<file path="config.mk">
export PLATFORM = sky130hd
export DESIGN_NAME = uart
export DESIGN_NICKNAME = d
export VERILOG_FILES = /design/src/hdl/uart_ctrl_pkg.sv /design/src/hdl/uart_frame_pkg.sv /design/src/hdl/uart.sv /design/src/hdl/uart_cmd_tx.sv /design/src/hdl/uart_rx.sv
export SDC_FILE = /design/constraint.sdc
export NUM_CORES = 1
export LEC_CHECK = 0
export CAP_MARGIN = 5
export CORE_MARGIN = 2
export CORE_UTILIZATION = 35
export DETAILED_ROUTE_END_ITERATION = 8
export DONT_BUFFER_PORTS = 1
export GPL_ROUTABILITY_DRIVEN = 0
export GPL_TIMING_DRIVEN = 0
export HOLD_SLACK_MARGIN = 0.12
export PLACE_DENSITY = 0.6
export SYNTH_ARGS = -nofsm -noshare
export SYNTH_HDL_FRONTEND = slang
export SYNTH_HIERARCHICAL = 1
export SYNTH_SLANG_ARGS = --single-unit
export TNS_END_PERCENT = 5
</file>
<file path="constraint.sdc">
create_clock -name clk -period 2 [get_ports clk]
set_input_delay 0.5 -clock clk [delete_from_list [all_inputs] [get_ports clk]]
set_output_delay 0.5 -clock clk [all_outputs]
set_load 0.03 [all_outputs]
</file>
<file path="src/hdl/uart_ctrl_pkg.sv">
package uart_ctrl_pkg;

  // transmit controller, one state per field of the frame
  typedef enum logic [2:0] {
    TX_IDLE,
    TX_START,
    TX_DATA,
    TX_PARITY,
    TX_STOP
  } tx_state_e;

  // receive controller
  typedef enum logic [2:0] {
    RX_IDLE,
    RX_START,
    RX_DATA,
    RX_PARITY,
    RX_STOP
  } rx_state_e;

endpackage

</file>
<file path="src/hdl/uart_frame_pkg.sv">
package uart_frame_pkg;

  // payload bits carried by one frame
  localparam int DATA_BITS = 8;

  typedef logic [DATA_BITS-1:0] data_t;

  // received byte with its error flag on top
  typedef struct packed {
    logic  err;
    data_t data;
  } rx_result_t;

  // start, data, optional parity, stop
  function automatic int frame_bits(input bit check);
    if (check) begin
      return DATA_BITS + 3;
    end
    return DATA_BITS + 2;
  endfunction

  // odd parity, total count of ones including this bit is odd
  function automatic logic odd_parity(input data_t data);
    return ~^data;
  endfunction

endpackage

</file>
<file path="src/hdl/uart.sv">
`timescale 1ns/1ns

module uart #(
  parameter int CLK_FREQ  = 50_000_000,
  parameter int BAUD      = 115_200,
  parameter bit CHECK     = 1'b1,
  parameter int CMD_WIDTH = 16
) (
  input  logic                       clk,
  input  logic                       rst_n,
  input  logic [CMD_WIDTH-1:0]       cmd_in,
  input  logic                       cmd_vld,
  input  logic                       rx,
  output logic                       cmd_rdy,
  output logic                       tx,
  output logic                       read_rdy,
  output uart_frame_pkg::rx_result_t read_data
);

  // command words out, msb byte first
  uart_cmd_tx #(
    .CLK_FREQ  (CLK_FREQ),
    .BAUD      (BAUD),
    .CHECK     (CHECK),
    .CMD_WIDTH (CMD_WIDTH)
  ) cmd_tx_i (
    .clk     (clk),
    .rst_n   (rst_n),
    .cmd_in  (cmd_in),
    .cmd_vld (cmd_vld),
    .cmd_rdy (cmd_rdy),
    .tx      (tx)
  );

  // independent receive path
  uart_rx #(
    .CLK_FREQ (CLK_FREQ),
    .BAUD     (BAUD),
    .CHECK    (CHECK)
  ) rx_i (
    .clk       (clk),
    .rst_n     (rst_n),
    .rx        (rx),
    .read_rdy  (read_rdy),
    .read_data (read_data)
  );

endmodule

</file>
<file path="src/hdl/uart_cmd_tx.sv">
`timescale 1ns/1ns

module uart_cmd_tx #(
  parameter int CLK_FREQ  = 50_000_000,
  parameter int BAUD      = 115_200,
  parameter bit CHECK     = 1'b1,
  parameter int CMD_WIDTH = 16
) (
  input  logic                 clk,
  input  logic                 rst_n,
  input  logic [CMD_WIDTH-1:0] cmd_in,
  input  logic                 cmd_vld,
  output logic                 cmd_rdy,
  output logic                 tx
);

  import uart_frame_pkg::*;
  import uart_ctrl_pkg::*;

  localparam int BIT_CYCLES = CLK_FREQ / BAUD;
  localparam int CNT_W      = $clog2(BIT_CYCLES);
  localparam int NUM_BYTES  = CMD_WIDTH / DATA_BITS;
  localparam int BYTE_W     = (NUM_BYTES > 1) ? $clog2(NUM_BYTES) : 1;
  // position of the stop bit within a frame
  localparam int LAST_POS   = frame_bits(CHECK) - 1;

  tx_state_e            state;
  logic [CMD_WIDTH-1:0] cmd_hold;
  logic [CNT_W-1:0]     baud_cnt;
  logic [3:0]           bit_pos;
  logic [BYTE_W-1:0]    byte_idx;
  data_t                cur_byte;
  logic                 accept;
  logic                 bit_end;

  if (CMD_WIDTH % DATA_BITS != 0) begin : g_width_check
    $error("CMD_WIDTH must be a multiple of 8");
  end

  assign accept   = cmd_vld && cmd_rdy;
  assign bit_end  = (baud_cnt == CNT_W'(BIT_CYCLES - 1));
  assign cur_byte = cmd_hold[byte_idx*DATA_BITS +: DATA_BITS];

  // command holding register
  always_ff @(posedge clk) begin
    if (accept) begin
      cmd_hold <= cmd_in;
    end
  end

  // restarts at every bit boundary
  always_ff @(posedge clk or negedge rst_n) begin
    if (!rst_n) begin
      baud_cnt <= '0;
    end else if (state == TX_IDLE || bit_end) begin
      baud_cnt <= '0;
    end else begin
      baud_cnt <= baud_cnt + 1'b1;
    end
  end

  always_ff @(posedge clk or negedge rst_n) begin
    if (!rst_n) begin
      state    <= TX_IDLE;
      bit_pos  <= '0;
      byte_idx <= '0;
      tx       <= 1'b1;
      cmd_rdy  <= 1'b1;
    end else begin
      case (state)
        TX_IDLE: begin
          if (accept) begin
            state    <= TX_START;
            bit_pos  <= '0;
            byte_idx <= BYTE_W'(NUM_BYTES - 1);
            tx       <= 1'b0;
            cmd_rdy  <= 1'b0;
          end
        end
        TX_START: begin
          if (bit_end) begin
            state   <= TX_DATA;
            bit_pos <= bit_pos + 1'b1;
            tx      <= cur_byte[bit_pos[2:0]];
          end
        end
        TX_DATA: begin
          if (bit_end) begin
            bit_pos <= bit_pos + 1'b1;
            if (bit_pos == 4'(DATA_BITS)) begin
              // no parity slot means the stop bit comes next
              if (bit_pos + 1'b1 == 4'(LAST_POS)) begin
                state <= TX_STOP;
                tx    <= 1'b1;
              end else begin
                state <= TX_PARITY;
                tx    <= odd_parity(cur_byte);
              end
            end else begin
              tx <= cur_byte[bit_pos[2:0]];
            end
          end
        end
        TX_PARITY: begin
          if (bit_end) begin
            state   <= TX_STOP;
            bit_pos <= bit_pos + 1'b1;
            tx      <= 1'b1;
          end
        end
        TX_STOP: begin
          if (bit_end) begin
            if (byte_idx == '0) begin
              state   <= TX_IDLE;
              cmd_rdy <= 1'b1;
            end else begin
              // next lower byte, no idle gap
              state    <= TX_START;
              bit_pos  <= '0;
              byte_idx <= byte_idx - 1'b1;
              tx       <= 1'b0;
            end
          end
        end
        default: state <= TX_IDLE;
      endcase
    end
  end

  a_idle_line_high: assert property (@(posedge clk) disable iff (!rst_n)
    state == TX_IDLE |-> tx);

  a_busy_not_ready: assert property (@(posedge clk) disable iff (!rst_n)
    state != TX_IDLE |-> !cmd_rdy);

  a_hold_stable: assert property (@(posedge clk) disable iff (!rst_n)
    state != TX_IDLE |=> $stable(cmd_hold));

endmodule

</file>
<file path="src/hdl/uart_rx.sv">
`timescale 1ns/1ns

module uart_rx #(
  parameter int CLK_FREQ = 50_000_000,
  parameter int BAUD     = 115_200,
  parameter bit CHECK    = 1'b1
) (
  input  logic                       clk,
  input  logic                       rst_n,
  input  logic                       rx,
  output logic                       read_rdy,
  output uart_frame_pkg::rx_result_t read_data
);

  import uart_frame_pkg::*;
  import uart_ctrl_pkg::*;

  localparam int BIT_CYCLES  = CLK_FREQ / BAUD;
  localparam int HALF_CYCLES = BIT_CYCLES / 2;
  localparam int CNT_W       = $clog2(BIT_CYCLES);
  localparam int LAST_POS    = frame_bits(CHECK) - 1;

  rx_state_e        state;
  logic             rx_meta;
  logic             rx_sync;
  logic [CNT_W-1:0] sample_cnt;
  logic [3:0]       bit_pos;
  data_t            shift;
  logic             par_bit;
  logic             sample;
  logic             err;

  // two-flop synchronizer for a line that idles high
  always_ff @(posedge clk or negedge rst_n) begin
    if (!rst_n) begin
      rx_meta <= 1'b1;
      rx_sync <= 1'b1;
    end else begin
      rx_meta <= rx;
      rx_sync <= rx_meta;
    end
  end

  // half a bit to the start midpoint and whole bits after that
  assign sample = (state == RX_START) ? (sample_cnt == CNT_W'(HALF_CYCLES - 1))
                                      : (sample_cnt == CNT_W'(BIT_CYCLES - 1));

  // parity mismatch or framing error
  assign err = (CHECK && (par_bit != odd_parity(shift))) || !rx_sync;

  always_ff @(posedge clk or negedge rst_n) begin
    if (!rst_n) begin
      sample_cnt <= '0;
    end else if (state == RX_IDLE || sample) begin
      sample_cnt <= '0;
    end else begin
      sample_cnt <= sample_cnt + 1'b1;
    end
  end

  always_ff @(posedge clk or negedge rst_n) begin
    if (!rst_n) begin
      state   <= RX_IDLE;
      bit_pos <= '0;
    end else begin
      case (state)
        RX_IDLE: begin
          if (!rx_sync) begin
            state   <= RX_START;
            bit_pos <= '0;
          end
        end
        RX_START: begin
          if (sample) begin
            // high at midpoint means a glitch
            if (rx_sync) begin
              state <= RX_IDLE;
            end else begin
              state   <= RX_DATA;
              bit_pos <= bit_pos + 1'b1;
            end
          end
        end
        RX_DATA: begin
          if (sample) begin
            bit_pos <= bit_pos + 1'b1;
            if (bit_pos == 4'(DATA_BITS)) begin
              state <= (bit_pos + 1'b1 == 4'(LAST_POS)) ? RX_STOP : RX_PARITY;
            end
          end
        end
        RX_PARITY: begin
          if (sample) begin
            state   <= RX_STOP;
            bit_pos <= bit_pos + 1'b1;
          end
        end
        RX_STOP: begin
          if (sample) begin
            state <= RX_IDLE;
          end
        end
        default: state <= RX_IDLE;
      endcase
    end
  end

  // data shifts in lsb first
  always_ff @(posedge clk) begin
    if (sample) begin
      case (state)
        RX_DATA:   shift     <= {rx_sync, shift[DATA_BITS-1:1]};
        RX_PARITY: par_bit   <= rx_sync;
        RX_STOP:   read_data <= '{err: err, data: shift};
        default:   ;
      endcase
    end
  end

  always_ff @(posedge clk or negedge rst_n) begin
    if (!rst_n) begin
      read_rdy <= 1'b0;
    end else begin
      read_rdy <= (state == RX_STOP) && sample;
    end
  end

  a_single_pulse: assert property (@(posedge clk) disable iff (!rst_n)
    read_rdy |=> !read_rdy);

  a_pulse_from_stop: assert property (@(posedge clk) disable iff (!rst_n)
    $rose(read_rdy) |-> $past(state) == RX_STOP && $past(bit_pos) == 4'(LAST_POS));

endmodule

</file>
==> impl_results.md, run 1 <==
- Max Used Layer: met4
- Power density over the cells: 725 mW/mm²
- Worst-case reg-to-reg path depth: 7
- Clk buf depth: 2
- Crit path largest cell delay: 0.42 ns
- Reg2reg end: cmd_tx_i/state[0]
- Critical Path Source Type: flop
- Hold WC Path Type: in -> reg
- Synthesis warning total: 6
- Crit path cell chain: ha_2 -> and4b_1 -> and2_4 -> buf_6 -> a221oi_4 -> a2111oi_2 -> a311o_1
- Vias in the first global route: 2239
- Initial antenna violation count: 0
- Critical R2R Launch: cmd_tx_i/baud_cnt[0]
- Hold Crit Start: cmd_in[5]
- WS Path Type: reg -> reg
- Number of flops mapped to enable cells by yosys: 34
- Filler cells: between 900 and 1000
- Leak: roughly 1.5 nW
- Worst hold path endpoint: cmd_tx_i/cmd_hold[5]
- Max-Cap Viols: 0
- Routed WL per cell: 13.6 µm
- Cells on Worst Hold Path: 0
- CP endpoint kind: flop
- Worst path bufs/invs: 1
- Max-slew violations: 0
- Share of cells above drive strength 1: 0.202
- Sequential power share: 0.522
- Drt first-iter violations: 116
- Non-filler cells, final: 450
- # diodes: 0
- Crit-path slowest cell: dfrtp_1
- Initial Util: 0.363
- Residual DRC: 0
- Via density: 4.99
- Hold Violations, Final: 0
- Port Buf Inserts: 0
- I/O pin total: 32
- Post-route setup TNS: 0 ns
- Post-synthesis sequential area ratio: 0.555
- Gr usage total: 0.121
- Antenna viol nets, final: 0
- Clock share of power: 0.470
- Slew margin rel.: 0.637
- R2r setup slk: 0.03 ns
- Logic pwr share: 0.008
- Largest net degree at the start of global routing: 39
- Number of clock sinks: 72
- Worst IR drop on VDD: 0.000492 V
- Worst Path Arrival: 2.20 ns
- Crit-path leading delay family: compound AO/OA/AOI/OAI gates
- Met2 WL: 2.84 mm
- Cells after synthesis: 295
- Die Ht: 105 µm
- FP Rows: 36
- Layout Skew: 0.00818 ns
- CP required: 2.23 ns
- First-pass GRT wire length: 10.6 mm
- Total CTS buffers: 9
- Via count: 2245
- DR pass1 iterations: 4
- Total power: 0.00297 W
- Final setup margin: 0.0301 ns
- Clock latency on the worst-skew pair: approximately 0.35 ns
- Grt ovf: 0
- Ys async rst share: 0.528
- Status: completed
- RSZ-0062 raised after global routing: true
- Sw frac: 0.197
- Die area: 0.0110 mm²
- Metal3 WL: 204 µm
- Commonest non-fill, non-tap cell in the layout: edfxtp_1
- DRT Wirelength: between 6 and 7 mm
- Worst Hold Margin: ~0.24 ns
- WL met1: slightly below 3 mm
- Synth unique cells: 66
- Int Pwr: 0.00239 W
- Clock root buffer: clkbuf_8
- Die W: 105 µm
- Final-stage net count: 341
- Mapped Nets: 324
- Tcrit/Tclk final: 0.985
- Cell Area, Synth: 0.00356 mm²
- Core Area: 0.00982 mm²
- Crit Path Max Fanout: 9
- Most frequent cells in the layout: edfxtp_1, dfrtp_1, nor2_1
- Slew @ Worst Pin: 0.533 ns
- Place WS: -0.309 ns
- DP HPWL: 4.14 mm
- Reg clk slew, reported paths: about 0.08 ns
- Peak Freq: about 0.5 GHz
- P_sw: between 0.0005 and 0.0006 W
- Area grow syn2layout: 15.1%
- Placed insts: 428
- TritonCTS clock tree: yes
- Final Critical Period: 1.97 ns
- Seq cells post-synth: 72
- Syn_area_per_cell: 12.1 µm²
- Main synth FF type: edfxtp_1
- Setup Viol. Count Final: 0
- H-tree depth reported by CTS: 3
## power by group through the flow
stage	clock [W]	combinational, W	sequential [W]
2_1_floorplan	0	0.00000137	0.00158
3_3_place_gp	0	0.00000146	0.00158
3_5_place_dp	0	0.00000162	0.00158
4_1_cts	0.00145	0.0000248	0.00155
5_1_grt	0.00150	0.0000289	0.00155
6_report	0.00140	0.0000243	0.00155
## layout make-up
| type | count | area (µm²) | share of cell area |
|---|---|---|---|
| plain buffers | 13 | 85.1 | 0.0208 |
| clock buffers | 9 | 124 | 0.0302 |
| clock inverters | 7 | 119 | 0.0290 |
| inverters | 12 | 45.0 | 0.0110 |
| multi-input cells | 198 | 1520 | 0.370 |
| flip-flops and latches | 72 | 1980 | 0.483 |
| well taps | 133 | 166 | 0.0406 |
| repair buffers | 6 | 62.6 | 0.0153 |
## layer usage
layer / up-vias / global-route usage
met1: 1101 / 0.159
li1: 1093 / -
met5: - / 0
met4: 0 / 0.0571
met3: 9 / 0.0318
met2: 42 / 0.186
## registers in the layout (all words and copies together) (netlist names)
signal and count:
rx_i/read_data 9, rx_i/sample_cnt 9, cmd_tx_i/baud_cnt 9, cmd_tx_i/cmd_rdy 1, rx_i/rx_sync 1, rx_i/bit_pos 4, rx_i/rx_meta 1, rx_i/read_rdy 1
rx_i/shift 8, rx_i/state 3, cmd_tx_i/tx 1, cmd_tx_i/bit_pos 4, cmd_tx_i/cmd_hold 16, cmd_tx_i/state 3, rx_i/par_bit 1, cmd_tx_i/byte_idx 1
## synth_stat cells (all sizes together) (3+ instances only)
cell / n / area [µm²]
nor2: 31 / 119
xor2: 16 / 140
inv: 11 / 41.3
o31ai: 4 / 30.0
dfrtp: 34 / 851
edfxtp: 34 / 1020
xnor2: 15 / 131
nand3b: 3 / 22.5
o21ai: 10 / 50.1
a21oi: 7 / 38.8
and3: 5 / 32.5
and2: 3 / 21.3
nor3: 6 / 30.0
buf: 7 / 50.1
nand3: 9 / 45.0
clkbuf: 6 / 23.8
mux2i: 8 / 80.1
mux4: 4 / 90.1
ha: 9 / 113
and4bb: 3 / 41.3
dfstp: 4 / 105
nand2: 20 / 75.1
## cells by family after synthesis
kind of cell | synth area share
DFF | 0.555
buffers and inverters | 0.0334
muxes | 0.0520
adders and majority gates | 0.0316
AOI/OAI and AO/OA | 0.0917
xor gates and xnor gates | 0.0826
and+or+nand+nor | 0.153
## how the worst max path moves through the flow
| stage | startpoint | endpoint | slack [ns] | cells after the start |
|---|---|---|---|---|
| floorplan | rx_i/state[1] | rx_i/read_data[0] | 0.06 | 5 |
| global placement | rx_i/sample_cnt[2] | rx_i/shift[2] | -0.26 | 3 |
| detailed placement | rx_i/sample_cnt[2] | rx_i/shift[1] | -0.31 | 3 |
| CTS | cmd_tx_i/bit_pos[1] | cmd_tx_i/state[0] | -0.01 | 8 |
| global route | cmd_tx_i/bit_pos[1] | cmd_tx_i/state[0] | -0.05 | 8 |
| finish | cmd_tx_i/baud_cnt[0] | cmd_tx_i/state[0] | 0.03 | 7 |
## through the flow
step                instance area (µm²)   util
floorplan                          3560      -
global placement                   3730  0.380
detailed placement                 3730  0.380
CTS                                4020  0.410
global route                       4100  0.417
finish                             4100  0.417
## worst reg2reg max path: stages (launching register included)
cell and delay (ns):
dfrtp_1 0.42, ha_2 0.19, and4b_1 0.23, and2_4 0.17, buf_6 0.13, a221oi_4 0.31, a2111oi_2 0.08, a311o_1 0.32
## what timing repair did
action | in CTS | in global routing
gates cloned | 0 | 0
setup buffers | 0 | 3
hold endpoints to repair | 38 | 1
hold buffers | 2 | 1
pin swaps | 0 | 3
gates resized for setup | 7 | 10
setup endpoints to repair | 19 | 28
Note: power is estimated with default switching activity, not from simulation.
==> inputs of run 2 (changes only) <==
--- a/config.mk
+++ b/config.mk
@@ -7,13 +7,13 @@
 export LEC_CHECK = 0
 export CAP_MARGIN = 5
 export CORE_MARGIN = 2
-export CORE_UTILIZATION = 35
+export CORE_UTILIZATION = 57
 export DETAILED_ROUTE_END_ITERATION = 8
 export DONT_BUFFER_PORTS = 1
 export GPL_ROUTABILITY_DRIVEN = 0
 export GPL_TIMING_DRIVEN = 0
 export HOLD_SLACK_MARGIN = 0.12
-export PLACE_DENSITY = 0.6
+export PLACE_DENSITY = 0.84
 export SYNTH_ARGS = -nofsm -noshare
 export SYNTH_HDL_FRONTEND = slang
 export SYNTH_HIERARCHICAL = 1
==> run 2 against run 1 <==
Net effect:
- hold slack worse by 0.0027 ns
- critical path type unchanged
- core utilization rose by 25 points
- via count rose by 2.5%
- setup slack worse by 0.025 ns
- fmax shrank 1.2%
- first-iteration DRC count down 23%
- highest routed layer unchanged
- cell area shrank 2.8%
- wire length rose by 6.9%
- non-clock buffer count rose by 2
- largest cell class unchanged
- global-route usage is 7.8 points higher
- clock skew shrank 0.00095 ns
- sequential share of layout area rose by 1.4 points
==> impl_results.md, run 2 (same netlist as run 1, synthesis figures left out) <==
- Status: completed
- Initial antenna violation count: 0 (unchanged)
- Power density over the cells: 677 mW/mm² (-6.6%)
- Routed WL per cell: 16.5 µm (+22%)
- Place WS: -0.251 ns (+0.0575 ns)
- Hold WC Path Type: in -> reg
- CP required: 2.24 ns (about the same)
- Setup Viol. Count Final: 0 (unchanged)
- DP HPWL: 4.43 mm (+6.9%)
- RSZ-0062 raised after global routing: true
- TritonCTS clock tree: yes
- Worst IR drop on VDD: 0.000633 V (+29%)
- Sw frac: 0.209 (+0.0121)
- Slew @ Worst Pin: 0.512 ns (-0.0218 ns)
- Grt ovf: 0 (unchanged)
- Core Area: 0.00599 mm² (-39%)
- Layout Skew: 0.00723 ns (-0.000946 ns)
- Max FFs per register: 16 (unchanged)
- CP endpoint kind: flop
- Post-route setup TNS: 0 ns (unchanged)
- I/O pin total: 32 (unchanged)
- Number of clock sinks: 72 (unchanged)
- Vias in the first global route: 2321 (+3.7%)
- Hold Violations, Final: 0 (unchanged)
- WS Path Type: reg -> reg
- Via density: 5.84 (+17%)
- FP Rows: 28 (-22%)
- Residual DRC: 0 (unchanged)
- Slew margin rel.: 0.658 (+0.0208)
- Drt first-iter violations: 89 (-23%)
- P_sw: 0.000564 W (-3.6%)
- # diodes: 0 (unchanged)
- Clock share of power: 0.416 (-0.054)
- Die Ht: 83.0 µm (-21%)
- Clock root buffer: clkbuf_8
- H-tree depth reported by CTS: 3 (unchanged)
- Gr usage total: 0.199 (+0.0781)
- Most frequent cells in the layout: edfxtp_1, dfrtp_1, nor2_1
- Commonest non-fill, non-tap cell in the layout: edfxtp_1
- Crit Path Max Fanout: 9 (unchanged)
- Placed insts: 370 (-14%)
- Largest net degree at the start of global routing: 39 (unchanged)
- Clock latency on the worst-skew pair: 0.36 ns (about the same)
- Leak: 1.52 nW (-0.14%)
- Die W: 83.0 µm (-21%)
- Final Critical Period: 1.99 ns (+0.0246 ns)
- Max-Cap Viols: 0 (unchanged)
- Worst Path Arrival: 2.23 ns (+0.03 ns)
- Clk buf depth: 2 (unchanged)
- Via count: 2302 (+2.5%)
- Sequential power share: 0.575 (+0.053)
- Final setup margin: 0.00551 ns (-0.0246 ns)
- Peak Freq: 0.501 GHz (-1.2%)
- Total CTS buffers: 9 (unchanged)
- DR pass1 iterations: 4 (unchanged)
- Die area: 0.00689 mm² (-37%)
- Critical Path Source Type: flop
- Tcrit/Tclk final: 0.997 (+0.0123)
- Max-slew violations: 0 (unchanged)
- First-pass GRT wire length: 10.8 mm (+2.3%)
- Biggest register: cmd_tx_i/cmd_hold
- Initial Util: 0.594 (+0.232)
- Fin area: 0.00398 mm² (-2.8%)
- DRT Wirelength: 6.52 mm (+6.9%)
- Logic pwr share: 0.009 (about the same)
- Non-filler cells, final: 394 (-12%)
- Final-stage net count: 343 (+0.59%)
- Port Buf Inserts: 0 (unchanged)
- Post-Place Cell Area: 0.00366 mm² (-1.9%)
- Worst Hold Margin: 0.235 ns (-0.00270 ns)
- Reg clk slew, reported paths: 0.07 ns (about the same)
- Area grow syn2layout: 11.9%
- Antenna viol nets, final: 0 (unchanged)
- Int Pwr: 0.00213 W (-11%)
- Share of cells above drive strength 1: 0.201 (-0.00127)
==> run 2: cell types whose count changed in the layout (fill, tap and decap cells not counted), sizes merged <==
cell / previous run / this run
buf: 12 / 14
inv: 12 / 13
clkinv: 3 / 5
clkinvlp: 1 / 0
bufinv: 3 / 1
==> run 2: final timing paths <==
check / depth (start not counted) / endpoint / slack [ns] / startpoint
hold / removal: 0 / cmd_tx_i/cmd_hold[10] / 0.24 / cmd_in[10]
setup / recovery: 7 / cmd_tx_i/state[0] / 0.006 / cmd_tx_i/baud_cnt[0]
hold reg to reg: 0 / rx_i/rx_sync / 0.36 / rx_i/rx_meta
min in group asynchronous: 2 / rx_i/bit_pos[2] / 0.63 / rst_n
max in group asynchronous: 2 / cmd_tx_i/cmd_rdy / 1.11 / rst_n
setup reg to reg: 7 / cmd_tx_i/state[0] / 0.006 / cmd_tx_i/baud_cnt[0]
==> run 2: cell type report <==
type | instances | area (µm²)
plain buffers | 13 | 86.3
flip-flops and latches | 72 | 1980
repair buffers | 8 | 77.6
fillers | 407 | 2010
clock buffers | 9 | 124
clock inverters | 7 | 70.1
inverters | 12 | 45.0
well taps | 75 | 93.8
multi-input cells | 198 | 1510
==> run 2: power by group through the flow <==
stage / Combinational [W] / Clock, W / Sequential [W]
2_1_floorplan: 0.00000137 / 0 / 0.00158
3_3_place_gp: 0.00000140 / 0 / 0.00158
3_5_place_dp: 0.00000157 / 0 / 0.00158
4_1_cts: 0.0000238 / 0.00114 / 0.00155
5_1_grt: 0.0000285 / 0.00119 / 0.00155
6_report: 0.0000245 / 0.00112 / 0.00155
==> run 2: critical path, stage by stage, from the launching register on <==
cell	delay [ns]
dfrtp_1	0.41
ha_1	0.21
and4b_1	0.25
and2_4	0.17
buf_6	0.13
a221oi_4	0.31
a2111oi_2	0.06
a311o_1	0.33
==> run 2: routing by layer <==
layer | wire [µm] | vias to the layer above | GRT usage
met5 | 0 | - | 0
met4 | 127 | 0 | 0.0775
met3 | 243 | 10 | 0.0736
met2 | 3510 | 48 | 0.327
met1 | 2630 | 1144 | 0.238
li1 | - | 1100 | -
==> run 2: stage by stage <==
stage | total power (W) | utilization
floorplan | 0.00158 | -
detailed placement | 0.00158 | 0.610
finish | 0.00270 | 0.665
global placement | 0.00158 | 0.610
CTS | 0.00272 | 0.651
global route | 0.00277 | 0.665
==> run 2: what timing repair did <==
item,in CTS,in global routing
gates resized for setup,7,9
setup endpoints to repair,18,28
endpoints found under the hold margin,38,1
hold buffers,2,1
pin swaps,0,5
buffers inserted,0,5
